[src/common/dsp_settings.svh]
`ifndef DSP_SETTINGS_SVH
`define DSP_SETTINGS_SVH

// Sample and instruction widths.
`define DSP_DATA_WIDTH 16
`define DSP_INSTR_WIDTH 32
`define DSP_SHIFT_WIDTH 4

// Storage sizes.
`define DSP_N_BLOCKS 16
`define DSP_N_REGISTERS 16 // Per block.
`define DSP_N_CHANNELS 16

`endif

[src/common/dsp_pkg.sv]
`include "dsp_settings.svh"

package dsp_pkg;

	typedef logic signed [`DSP_DATA_WIDTH-1:0] sample_t;
	typedef logic signed [2*`DSP_DATA_WIDTH-1:0] wide_t; // Full product.
	typedef logic [$clog2(`DSP_N_BLOCKS)-1:0] block_idx_t;
	typedef logic [$clog2(`DSP_N_REGISTERS)-1:0] reg_addr_t;
	typedef logic [`DSP_SHIFT_WIDTH-1:0] shift_t;
	typedef logic [`DSP_INSTR_WIDTH-1:0] instr_t;

	typedef enum logic [3:0] {
		OP_NOP  = 4'd0,
		OP_ADD  = 4'd1,
		OP_SUB  = 4'd2,
		OP_MUL  = 4'd3,
		OP_MAD  = 4'd4,
		OP_MOV  = 4'd5,
		OP_ABS  = 4'd6,
		OP_LSH  = 4'd7,
		OP_RSH  = 4'd8,
		OP_ARSH = 4'd9
	} opcode_t;

	// Same order as the top bits of instr_t; the low 3 bits are unused.
	typedef struct packed {
		opcode_t   opcode;
		reg_addr_t src_a;
		reg_addr_t src_b;
		reg_addr_t src_c;
		reg_addr_t dest;
		logic      a_is_reg; // 1 selects the block register, 0 a channel.
		logic      b_is_reg;
		logic      c_is_reg;
		logic      dest_is_reg;
		logic      saturate;
		shift_t    shift;
	} decoded_instr_t;

endpackage

[src/common/alu_if.sv]
interface alu_if import dsp_pkg::*; ();

	logic    start;
	opcode_t op;
	sample_t a;
	sample_t b;
	sample_t c;
	logic    saturate;
	shift_t  shift;

	logic    done;
	sample_t result; // Valid with done.

	modport seq (
		output start, op, a, b, c, saturate, shift,
		input  done, result
	);

	modport alu (
		input  start, op, a, b, c, saturate, shift,
		output done, result
	);

endinterface

[src/hw/alu/block_alu.sv]
`include "dsp_settings.svh"

module block_alu import dsp_pkg::*; (
	input  logic clk,
	input  logic reset,
	alu_if.alu   alu
);

	localparam int FRAC_BITS = `DSP_DATA_WIDTH - 1;
	localparam sample_t SAMPLE_MAX = {1'b0, {FRAC_BITS{1'b1}}};
	localparam sample_t SAMPLE_MIN = {1'b1, {FRAC_BITS{1'b0}}};

	typedef enum logic [2:0] {
		S_IDLE, S_PROD, S_SHIFT, S_SAT, S_MAD_LOAD, S_ADD
	} state_t;

	state_t  state;
	sample_t mul_a;
	sample_t mul_b;
	wide_t   product;
	wide_t   shifted;
	sample_t mul_out;
	sample_t summand_a;
	sample_t summand_b;
	logic signed [`DSP_DATA_WIDTH:0] sum_ext;
	sample_t sum_out;
	sample_t unary_out;

	assign mul_out = !alu.saturate ? shifted[`DSP_DATA_WIDTH-1:0] :
		(shifted > wide_t'(SAMPLE_MAX)) ? SAMPLE_MAX :
		(shifted < wide_t'(SAMPLE_MIN)) ? SAMPLE_MIN :
		shifted[`DSP_DATA_WIDTH-1:0];

	// Shared by ADD, SUB and the MAD tail.
	assign sum_ext = summand_a + summand_b;
	assign sum_out = !alu.saturate ? sum_ext[`DSP_DATA_WIDTH-1:0] :
		(sum_ext > SAMPLE_MAX) ? SAMPLE_MAX :
		(sum_ext < SAMPLE_MIN) ? SAMPLE_MIN :
		sum_ext[`DSP_DATA_WIDTH-1:0];

	always_comb begin
		case (alu.op)
			OP_ABS: unary_out = (alu.a < 0) ? -alu.a : alu.a; // -32768 wraps.
			OP_LSH: unary_out = {alu.a[`DSP_DATA_WIDTH-2:0], 1'b0};
			OP_RSH: unary_out = {1'b0, alu.a[`DSP_DATA_WIDTH-1:1]};
			OP_ARSH: unary_out = alu.a >>> 1;
			default: unary_out = alu.a;
		endcase
	end

	always_ff @(posedge clk) begin
		if (reset) begin
			state <= S_IDLE;
			alu.done <= 1'b0;
		end else begin
			alu.done <= 1'b0;
			case (state)
				S_IDLE: begin
					if (alu.start) begin
						if (alu.op inside {OP_ADD, OP_SUB})
							state <= S_ADD;
						else if (alu.op inside {OP_MUL, OP_MAD})
							state <= S_PROD;
						else
							alu.done <= 1'b1;
					end
				end
				S_PROD: state <= S_SHIFT;
				S_SHIFT: state <= S_SAT;
				S_SAT: begin
					if (alu.op == OP_MAD) begin
						state <= S_MAD_LOAD;
					end else begin
						state <= S_IDLE;
						alu.done <= 1'b1;
					end
				end
				S_MAD_LOAD: state <= S_ADD;
				S_ADD: begin
					state <= S_IDLE;
					alu.done <= 1'b1;
				end
				default: state <= S_IDLE;
			endcase
		end
	end

	always_ff @(posedge clk) begin
		if (state == S_IDLE && alu.start) begin
			summand_a <= alu.a;
			summand_b <= (alu.op == OP_SUB) ? -alu.b : alu.b;
			mul_a <= alu.a;
			mul_b <= alu.b;
			alu.result <= unary_out;
		end
		product <= mul_a * mul_b;
		shifted <= product >>> (FRAC_BITS - alu.shift); // Q15 product back to Q15.
		if (state == S_SAT)
			alu.result <= mul_out;
		if (state == S_MAD_LOAD) begin
			summand_a <= alu.result;
			summand_b <= alu.c;
		end
		if (state == S_ADD)
			alu.result <= sum_out;
	end

endmodule

[src/flat_wrapper.sv]
// flat-port wrapper written by rule: the top's interface ports become plain ports
module block_alu_flat import dsp_pkg::*;
  (clk, reset, alu_start, alu_op, alu_a, alu_b, alu_c, alu_saturate, alu_shift, alu_done, alu_result);
  alu_if alu_i ();
  input  logic clk;
  input  logic reset;
  input wire logic [$bits(alu_i.start)-1:0] alu_start;
  input wire logic [$bits(alu_i.op)-1:0] alu_op;
  input wire logic [$bits(alu_i.a)-1:0] alu_a;
  input wire logic [$bits(alu_i.b)-1:0] alu_b;
  input wire logic [$bits(alu_i.c)-1:0] alu_c;
  input wire logic [$bits(alu_i.saturate)-1:0] alu_saturate;
  input wire logic [$bits(alu_i.shift)-1:0] alu_shift;
  output wire logic [$bits(alu_i.done)-1:0] alu_done;
  output wire logic [$bits(alu_i.result)-1:0] alu_result;
  assign alu_i.start = alu_start;
  assign alu_i.op = alu_op;
  assign alu_i.a = alu_a;
  assign alu_i.b = alu_b;
  assign alu_i.c = alu_c;
  assign alu_i.saturate = alu_saturate;
  assign alu_i.shift = alu_shift;
  assign alu_done = alu_i.done;
  assign alu_result = alu_i.result;
  block_alu u_core (.clk(clk), .reset(reset), .alu(alu_i));
endmodule
[config.mk]
export PLATFORM = sky130hd
export DESIGN_NAME = block_alu_flat
export DESIGN_NICKNAME = d
export VERILOG_FILES = /design/src/common/dsp_pkg.sv /design/src/common/alu_if.sv /design/src/hw/alu/block_alu.sv /design/src/flat_wrapper.sv
export VERILOG_INCLUDE_DIRS = /design/src /design/src/common
export SDC_FILE = /design/constraint.sdc
export NUM_CORES = 1
export LEC_CHECK = 0
export BUFFER_PORTS_ARGS = -buffer_cell sky130_fd_sc_hd__buf_4
export CORE_MARGIN = 8
export CORE_UTILIZATION = 60
export CTS_BUF_LIST = sky130_fd_sc_hd__clkbuf_4 sky130_fd_sc_hd__clkbuf_8 sky130_fd_sc_hd__clkbuf_16
export DETAILED_ROUTE_END_ITERATION = 8
export GPL_TIMING_DRIVEN = 1
export PLACE_DENSITY = 0.77
export RECOVER_POWER = 100
export REMOVE_ABC_BUFFERS = 1
export SYNTH_ARGS = -nofsm -noshare
export SYNTH_HDL_FRONTEND = slang
export SYNTH_SLANG_ARGS = --single-unit
[constraint.sdc]
create_clock -name clk -period 18.1 [get_ports clk]
set_input_delay 1.81 -clock clk [delete_from_list [all_inputs] [get_ports clk]]
set_output_delay 1.81 -clock clk [all_outputs]
set_load 0.01 [all_outputs]
==> results of run 1 <==
-- per-layer routing --
metal / share of wire, % / wire, um / GRT usage (%) / up-vias
met5: 0 / 0 / 0 / -
met1: 40 / 18000 / 33.9 / 6810
met3: 8.6 / 3810 / 4.91 / 88
met2: 48 / 21300 / 42.7 / 611
met4: 3.0 / 1320 / 8.66 / 0
li1: - / - / - / 6224
-- sequential cells by signal, summed over array words and instances, names as in the netlist --
signal             cells
u_core.product        32
u_core.shifted        32
u_core.alu.result     16
u_core.mul_a          16
u_core.mul_b          16
u_core.summand_a      16
u_core.summand_b      16
u_core.state           3
u_core.alu.done        1
-- worst max-delay path by stage --
stage | from | to | slack, ns
after floorplan | u_core.mul_a[15] | u_core.product[31] | 12.25
after global placement | u_core.mul_b[1] | u_core.product[31] | 11.87
after detailed placement | u_core.mul_a[15] | u_core.product[31] | 11.73
after CTS | u_core.mul_a[15] | u_core.product[31] | 11.71
after global routing | u_core.mul_b[1] | u_core.product[28] | 11.29
final | u_core.mul_b[7] | u_core.product[25] | 11.64
-- cell usage after synthesis, types with 11 or more instances --
cell type | instances | area (um^2)
clkbuf_1 | 65 | 244
a21oi_1 | 107 | 536
xor2_1 | 20 | 175
o21ai_0 | 68 | 340
nor2_1 | 66 | 248
dfxtp_1 | 68 | 1360
mux4_2 | 12 | 270
fa_1 | 263 | 5270
a211oi_1 | 11 | 82.6
xnor2_1 | 45 | 394
nand3_1 | 15 | 75.1
mux2i_1 | 51 | 510
buf_2 | 12 | 60.1
a211o_1 | 14 | 123
nor3_1 | 20 | 100
and2_1 | 126 | 788
edfxtp_1 | 80 | 2400
o21ai_1 | 13 | 65.1
nand2b_1 | 15 | 93.8
inv_1 | 331 | 1240
nor2b_1 | 13 | 81.3
nand2_1 | 215 | 807
a21o_1 | 18 | 135
ha_1 | 100 | 1250
a31oi_1 | 13 | 81.3
-- layout by cell type (no fill, tap or decap), types with 12 or more instances in the layout --
master | synthesis | final
inv_1 | 331 | 331
fa_1 | 263 | 263
nand2_1 | 215 | 215
and2_1 | 126 | 117
a21oi_1 | 107 | 107
ha_1 | 100 | 100
edfxtp_1 | 80 | 80
o21ai_0 | 68 | 73
dfxtp_1 | 68 | 68
nor2_1 | 66 | 66
clkbuf_1 | 65 | 57
mux2i_1 | 51 | 51
xnor2_1 | 45 | 45
buf_4 | 1 | 26
nor3_1 | 20 | 20
xor2_1 | 20 | 20
a21o_1 | 18 | 18
clkbuf_16 | 0 | 17
nand3_1 | 15 | 15
nand2b_1 | 15 | 15
a211o_1 | 14 | 14
nor2b_1 | 13 | 13
a31oi_1 | 13 | 13
mux4_2 | 12 | 12
-- cells by family (layout without fill, tap and decap cells) --
logic type      count (synthesis)  in the layout  share of synthesized area [%]
simple gates                  517            517                           14.2
buf+inv                       416            446                           8.87
fa+ha+maj                     363            363                           36.2
compound gates                327            327                           11.8
flops                         148            148                           20.9
mux                            71             71                           4.84
xor+xnor                       65             65                           3.16
-- metrics by stage --
| step | hold slack (ns) | setup slack (ns) | area (um^2) | util (%) | cells |
|---|---|---|---|---|---|
| 2_1_floorplan | 0.393 | 12.25 | 17600 | - | 1823 |
| 3_3_place_gp | 0.481 | 11.87 | 18800 | 63.5 | 2296 |
| 3_5_place_dp | 0.478 | 11.73 | 18800 | 63.5 | 2296 |
| 4_1_cts | 0.480 | 11.71 | 19400 | 65.7 | 2327 |
| 5_1_grt | 0.502 | 11.29 | 19200 | 64.8 | 2327 |
| 6_report | 0.478 | 11.64 | 19200 | 64.8 | 2327 |
-- final cells by class --
type / instances / area share (%)
multi-input cells: 1343 / 65.8
flip-flops and latches: 148 / 19.6
inverters: 332 / 6.51
well taps: 390 / 2.55
clock buffers: 18 / 2.26
repair buffers: 83 / 2.14
clock inverters: 13 / 1.08
==> results.toml, run 1 <==
[cells_and_area]
multiInputGateArea_um2 = 12600
n_fill_cell = 2394
antenna_cells = 0
final_nets = 2348
final_layout_size_suffix_gt1_share_pct = 4.96
area_delta_synth_final_pct = 6.47
register_area_um2 = 3760

[clock_network]
post_cts_buffers = 0
cts_tree = "done"
cts.clk_slew.worst_paths_ns = 0.07
cts_hold_buf = 0
cts_sinks = 148
clock_latency_ns = 0.43
htreeDepth = 4
clockBufferDepth = 2
cts_root_buffer = "clkbuf_16"
cts_made_buffers = 17
cts_resized = 0

[grt]
grt_overflow = 0
grt_usage_pct = 25.8
grt_max_degree = 50
antenna_found_initial = 0
grt_pass1_wl_um = 74100
grt_pass1_vias = 14300

[timing]
period_minus_slack_ns = 6.46
tns_ns = 0
slew_viol_final = 108
clock_skew_ns = 0.0145
finalSetupViolCount = 0
rsz0062_at_grt = "false"
hold_violations = 0
worstMarginPinSlew_ns = 2.09
maxSlewHeadroom_pct = -39.3
max_freq_mhz = 155
post-route-period-util_pct = 35.7

[worst_setup_path]
ff2ff_setup_slack_ns = 11.64
cp_num_buf_inv = 5
crit_chain = "nand2_1, fa_1, inv_1, fa_1, inv_1, fa_1, inv_1, fa_1, fa_1, inv_1, fa_1, inv_1, ha_1, o211ai_1, a21oi_1, o21ai_0, a22oi_1, a21boi_0, or4b_1, o2111ai_1"
worstSetupPathType = "flop to flop"
crit_family = "adder cells"
timing.rr.end = "u_core.product[25]"
path_depth = 20
worstReg2RegStart = "u_core.mul_b[7]"
cp_slowest_cell = "edfxtp_1"
cp_common_cell = "fa_1"
critPathRequiredTime_ns = 18.43
worst_ep_arrival_time_ns = 6.79
r2r_cells = 20
max_stage_delay_ns = 0.82
crit_path_start_kind = "flop"
path_max_fanout = 16
end_kind = "flop"

[logic_synthesis]
synth_async_sr_flop_share_pct = 0
synth.avg_cell_area_um2 = 9.44
synth_cells = 1907
syn-cell-area_um2 = 18000
ys_types = 91
seq_area_frac_synth_pct = 20.9
ys.flop_type = "edfxtp_1"
synth_edf_count = 80
ys_seq_elements = 148
ys_warn_count = 0

[worst_hold_path]
min_path_type = "flop to flop"
min_to = "u_core.shifted[31]"
hold_path_depth = 0
hp-start = "u_core.product[31]"

[flow_run]
maxCapViolations = 3

[drt]
drt_iter0_drc = 1050
routed_wl_um = 44400
routed_via_density = 5.90
wl_per_cell_um = 19.1
ant_nets = 0
dr.pass1.iters = 6
vias = 13700
drc_errors = 0

[status]
failed_checks = "capacitance limit, slew limit"
status = "complete, but fails checks"

[floorplanning]
die-area_um2 = 35800
num_io_pins = 77
coreArea_um2 = 29600
die_h_um = 189
start_util_pct = 60.9
rows = 63
die_w_um = 189

[placed_design]
io_buffers = 76
dp_hpwl_um = 35100
gp_congestion = 0.899
Power of run 1 is left out: the tool's default activity adds up to more than one toggle a clock period on the data nets, which glitch-free logic cannot reach.
==> inputs of run 2 (changes only) <==
--- a/config.mk
+++ b/config.mk
@@ -6,13 +6,14 @@
 export SDC_FILE = /design/constraint.sdc
 export NUM_CORES = 1
 export LEC_CHECK = 0
+export ABC_AREA = 1
 export BUFFER_PORTS_ARGS = -buffer_cell sky130_fd_sc_hd__buf_4
 export CORE_MARGIN = 8
-export CORE_UTILIZATION = 60
+export CORE_UTILIZATION = 58
 export CTS_BUF_LIST = sky130_fd_sc_hd__clkbuf_4 sky130_fd_sc_hd__clkbuf_8 sky130_fd_sc_hd__clkbuf_16
 export DETAILED_ROUTE_END_ITERATION = 8
 export GPL_TIMING_DRIVEN = 1
-export PLACE_DENSITY = 0.77
+export PLACE_DENSITY = 0.78
 export RECOVER_POWER = 100
 export REMOVE_ABC_BUFFERS = 1
 export SYNTH_ARGS = -nofsm -noshare
==> constraint.sdc (replaced) <==
create_clock -name clk -period 5.9 [get_ports clk]
set_input_delay 0.59 -clock clk [delete_from_list [all_inputs] [get_ports clk]]
set_output_delay 0.59 -clock clk [all_outputs]
set_load 0.01 [all_outputs]
==> run 2 against run 1 <==
- the flow still finishes with violations (capacitance limit, slew limit)
- count of clock-buffer cells in the layout down 1
- register-to-register slack worse by 11 ns
- hold slack worse by 0.14 ns
- maximum frequency up 13%
- die area up 6.9%
- clock skew down 0.0010 ns
- via count up 19%
- non-clock buffer count up 118
- global-route usage up 2.1 points
- sequential share of layout area down 1.8 points
- synthesized area up 4.0%
- critical path type unchanged
- critical endpoint is now u_core.product[17]
- largest cell class unchanged
==> results.toml, run 2 <==
[status]
status = "complete, but fails checks"
failed_checks = "capacitance limit, slew limit"

[worst_setup_path]
worst_ep_arrival_time_ns = 6.07
path_max_fanout = 7
worstSetupPathType = "flop to flop"
end_kind = "flop"
critPathRequiredTime_ns = 6.25
crit_path_start_kind = "flop"

[grt]
grt_pass1_wl_um = 85400
antenna_found_initial = 0
grt_busiest_layer = "met2"
use_met1_pct = 37.8
grt_pass1_vias = 16500
met2_usage_pct = 44.0
grt_max_degree = 60
grt_use_met3_pct = 5.86
grt_overflow = 0
grt_usage_pct = 28.0

[cells_and_area]
final_nets = 3008
final_cell_mix = "nand2_1 (668), inv_1 (561), fa_1 (256)"
final_layout_size_suffix_gt1_share_pct = 9.28
stdcell_area_um2 = 21100
fin_cells = 3001
n_fill_cell = 2628
area_delta_synth_final_pct = 12.6
top_regs = "u_core.product x32, u_core.shifted x32"
final_common_cell = "nand2_1"

[clock_network]
htreeDepth = 4
cts_tree = "done"
cts_made_buffers = 17
cts_root_buffer = "clkbuf_16"
cts.clk_slew.worst_paths_ns = 0.07
clockBufferDepth = 2
cts_sinks = 148
clock_latency_ns = 0.44

[logic_synthesis]
synth_edf_count = 80
seq_area_frac_synth_pct = 20.1
synth_area_leaders = "fa_1 (28%), nand2_1 (14%), edfxtp_1 (13%)"
synth_cells = 2464
syn-cell-area_um2 = 18700
synth_async_sr_flop_share_pct = 0
synth_common_cells = "nand2_1 (674), inv_1 (566), fa_1 (263)"
ys_warn_count = 0
synth.avg_cell_area_um2 = 7.59
ys.flop_type = "edfxtp_1"
synth_top_area_share_pct = 28.1
yosysMostFrequentCell = "nand2_1"
synth_top_area_cell = "fa_1"
ys_types = 44
ys_seq_elements = 148

[floorplanning]
die_h_um = 196
start_util_pct = 59.1
num_io_pins = 77
rows = 65
coreArea_um2 = 31600
die-area_um2 = 38300
die_w_um = 196

[timing]
max_freq_mhz = 175
finalSetupViolCount = 0
tns_ns = 0
slew_viol_final = 128
clock_skew_ns = 0.0135
setup_slack_ns = 0.179
maxSlewHeadroom_pct = -51.2
period_minus_slack_ns = 5.72
post-route-period-util_pct = 97.0
worstMarginPinSlew_ns = 2.27
hold_violations = 0

[placed_design]
io_buffers = 76
dp_hpwl_um = 42700
dp_cells = 2923
gp_congestion = 0.969
dpl_worst_slack_ns = -0.225
placed_area_um2 = 20000

[drt]
ant_nets = 0
drt_iter0_drc = 1432
wl_per_cell_um = 17.6
vias = 16400
drc_errors = 0
routed_via_density = 5.46
dr.pass1.iters = 6
routed_wl_um = 52800

[flow_run]
maxCapViolations = 3

[worst_hold_path]
min_path_type = "input pin to flop"
## run 2: final timing paths
path	from	endpoint	slack (ns)	depth (start not counted)
setup reg to reg	u_core.mul_a[13]	u_core.product[17]	0.18	21
hold reg to reg	u_core.state[0]	u_core.state[0]	0.49	1
hold / removal	reset	u_core.state[2]	0.34	2
setup / recovery	u_core.mul_a[13]	u_core.product[17]	0.18	21
## run 2: timing repair
item,CTS,global route
hold buffers,0,0
setup buffers,2,42
gates resized for setup,3,68
setup endpoints to repair,3,16
pin swaps,1,24
gates cloned,0,1
## run 2: stage by stage
stage / utilization, % / hold WS [ns]
after floorplan: - / 0.375
after global placement: 63.2 / 0.463
after detailed placement: 63.2 / 0.486
after CTS: 65.3 / 0.323
after global routing: 66.6 / 0.341
final: 66.6 / 0.341
## run 2: area by class of cell
cell class                 instances  area (um^2)  share of cell area, %
multi-input combinational       1649        12600                   60.0
sequential                       148         3760                   17.9
inverter                         568         2140                   10.1
timing repair buffer             201         1410                   6.69
tap                              402          503                   2.39
clock buffer                      17          425                   2.02
clock inverter                    15          186                  0.885
antenna                            1         2.50                 0.0119
## run 2: logic make-up after synthesis
logic type	after synthesis	synth area share [%]
AO/OA/AOI/OAI	268	7.92
XOR/XNOR	53	2.48
adder cells (fa/ha/maj)	363	34.8
buffers and inverters	667	13.5
flip-flops	148	20.1
multiplexers	12	0.642
AND/OR/NAND/NOR	953	20.5
## run 2: worst max-delay path: stages, from the launching register on
cell and delay (ns):
edfxtp_1 0.56, buf_4 0.22, nand2_1 0.06, inv_1 0.06
fa_1 0.51, inv_1 0.06, fa_1 0.50, fa_1 0.51
inv_1 0.05, fa_1 0.52, fa_1 0.50, inv_1 0.05
fa_1 0.58, inv_1 0.08, ha_1 0.36, buf_4 0.16
nand3_1 0.13, o21ai_1 0.20, a21oi_1 0.08, buf_4 0.15
buf_4 0.12, xnor2_1 0.16
## run 2: layer usage
layer / vias up / part of all wire [%]
met5: - / 0
met3: 127 / 9.2
met4: 0 / 3.9
met1: 7806 / 41
met2: 772 / 46
li1: 7678 / -
Power of run 2 is left out for the same reason.
==> inputs of run 3 (changes only) <==
==> constraint.sdc (replaced) <==
create_clock -name clk -period 5.1 [get_ports clk]
set_input_delay 0.51 -clock clk [delete_from_list [all_inputs] [get_ports clk]]
set_output_delay 0.51 -clock clk [all_outputs]
set_load 0.01 [all_outputs]
==> run 3 against run 2 <==
- the flow finishes with violations (capacitance limit, slew limit, setup timing)
- die area did not move
- highest routed layer unchanged
- register-to-register slack worse by 0.89 ns
- count of clock-buffer cells in the layout grew 6
- design area up 12%
- wire length up 17%
- critical endpoint is now u_core.product[31]
==> results.toml, run 3 (same netlist as run 2, synthesis figures left out) <==
[status]
status = "complete, but fails checks"
failed_checks = "capacitance limit, slew limit, setup timing"

[floorplanning]
rows = 65
die_h_um = 196
coreArea_um2 = 31600
num_io_pins = 77
die-area_um2 = 38300
die_w_um = 196
start_util_pct = 59.1

[timing]
finalSetupViolCount = 22
period_minus_slack_ns = 5.81
setup_slack_ns = -0.712
maxSlewHeadroom_pct = -45.0
worstMarginPinSlew_ns = 2.17
max_freq_mhz = 172
slew_viol_final = 95
clock_skew_ns = 0.0142
hold_violations = 0
post-route-period-util_pct = 114
whs_ns = 0.266
rsz0062_at_grt = "true"

[drt]
routed_wl_um = 62000
vias = 17800
drt_iter0_drc = 1698
ant_nets = 0
routed_via_density = 5.69
wl_per_cell_um = 19.8
drc_errors = 0
dr.pass1.iters = 6

[worst_setup_path]
timing.rr.end = "u_core.product[31]"
cp_common_cell = "fa_1"
cp_slowest_cell = "fa_2"
r2r_cells = 24
critPathRequiredTime_ns = 5.43
max_stage_delay_ns = 0.58
crit_path_start_kind = "flop"
end_kind = "flop"
worst_ep_arrival_time_ns = 6.14
worstSetupPathType = "flop to flop"
path_max_fanout = 5
crit_chain = "buf_6, nand2_2, inv_2, fa_1, buf_4, buf_6, buf_6, fa_1, fa_1, fa_1, fa_1, inv_2, fa_2, inv_2, ha_4, nand2_1, nor2_2, inv_2, nor4_2, nand2_1, inv_1, nor2_1, nand2_1, nand2_1"
worstReg2RegStart = "u_core.mul_a[15]"
ff2ff_setup_slack_ns = -0.71

[worst_hold_path]
min_to = "u_core.alu.done"
hp-start = "reset"
min_path_type = "input pin to flop"
hold_path_depth = 2

[cells_and_area]
fin_cells = 3134
multiInputGateArea_um2 = 13700
fin_util_pct = 74.3
area_delta_synth_final_pct = 25.6
stdcell_area_um2 = 23500
register_area_um2 = 3760
top_regs = "u_core.product x32, u_core.shifted x32"
final_cell_mix = "nand2_1 (607), inv_1 (489), fa_1 (235)"
final_layout_size_suffix_gt1_share_pct = 22.2
n_fill_cell = 2135
final_common_cell = "nand2_1"
final_nets = 3141

[grt]
grt_pass1_vias = 18100
grt_max_degree = 60
grt_pass1_wl_um = 94800
antenna_found_initial = 0
grt_usage_pct = 31.2
grt_overflow = 0

[clock_network]
clockBufferDepth = 2
clock_latency_ns = 0.44
cts_root_buffer = "clkbuf_16"
cts.clk_slew.worst_paths_ns = 0.07
cts_tree = "done"
htreeDepth = 4
cts_sinks = 148
cts_made_buffers = 17

[placed_design]
dp_cells = 3018
gp_congestion = 0.937
dp_hpwl_um = 44000
io_buffers = 76
placed_area_um2 = 20800

[flow_run]
maxCapViolations = 2
run 3: worst max-delay path: cells and delay by family (launching register included):
kind / cells / cell delay (ns)
buf+inv: 9 / 0.90
flops: 1 / 0.49
simple gates: 8 / 0.86
fa+ha+maj: 7 / 3.46
run 3: metrics by stage:
| step | setup WS, ns | setup TNS [ns] |
|---|---|---|
| 6_report | -0.712 | -9.05 |
| 5_1_grt | -0.913 | -12.32 |
| 4_1_cts | -0.460 | -5.68 |
| 3_5_place_dp | -0.651 | -8.97 |
| 3_3_place_gp | -0.569 | -7.84 |
| 2_1_floorplan | -0.518 | -3.10 |
run 3: final cells by class:
cell class	instances	share of cell area, %
multi-input cells	1649	58.4
flip-flops and latches	148	16.0
repair buffers	334	11.6
inverters	568	9.13
clock buffers	23	2.20
well taps	402	2.14
clock inverters	9	0.479
diodes	1	0.0107
run 3: routing by layer:
metal	GRT usage (%)	up-vias	routed length, um
met2	51.0	1081	28800
met4	13.4	0	3670
met3	7.60	278	6180
met1	38.9	8532	23400
met5	0	-	0
li1	-	7945	-
run 3: worst max-delay path by stage:
| stage | startpoint | end | slack (ns) | depth (start not counted) |
|---|---|---|---|---|
| finish | u_core.mul_a[15] | u_core.product[31] | -0.71 | 24 |
| CTS | u_core.mul_a[15] | u_core.product[30] | -0.46 | 25 |
| global route | u_core.mul_b[15] | u_core.product[31] | -0.91 | 24 |
| global placement | u_core.mul_b[15] | u_core.product[26] | -0.57 | 21 |
| floorplan | u_core.mul_a[15] | u_core.product[29] | -0.52 | 20 |
| detailed placement | u_core.mul_a[15] | u_core.product[27] | -0.65 | 19 |
run 3: repair_timing:
| action | 4_1_cts | 5_1_grt |
|---|---|---|
| endpoints found under the setup margin | 20 | 22 |
| hold buffers | 0 | 0 |
| buffers inserted | 59 | 31 |
| resized for setup | 245 | 211 |
| pin swaps | 126 | 150 |
| cloned | 4 | 1 |
Power of run 3 is left out for the same reason.
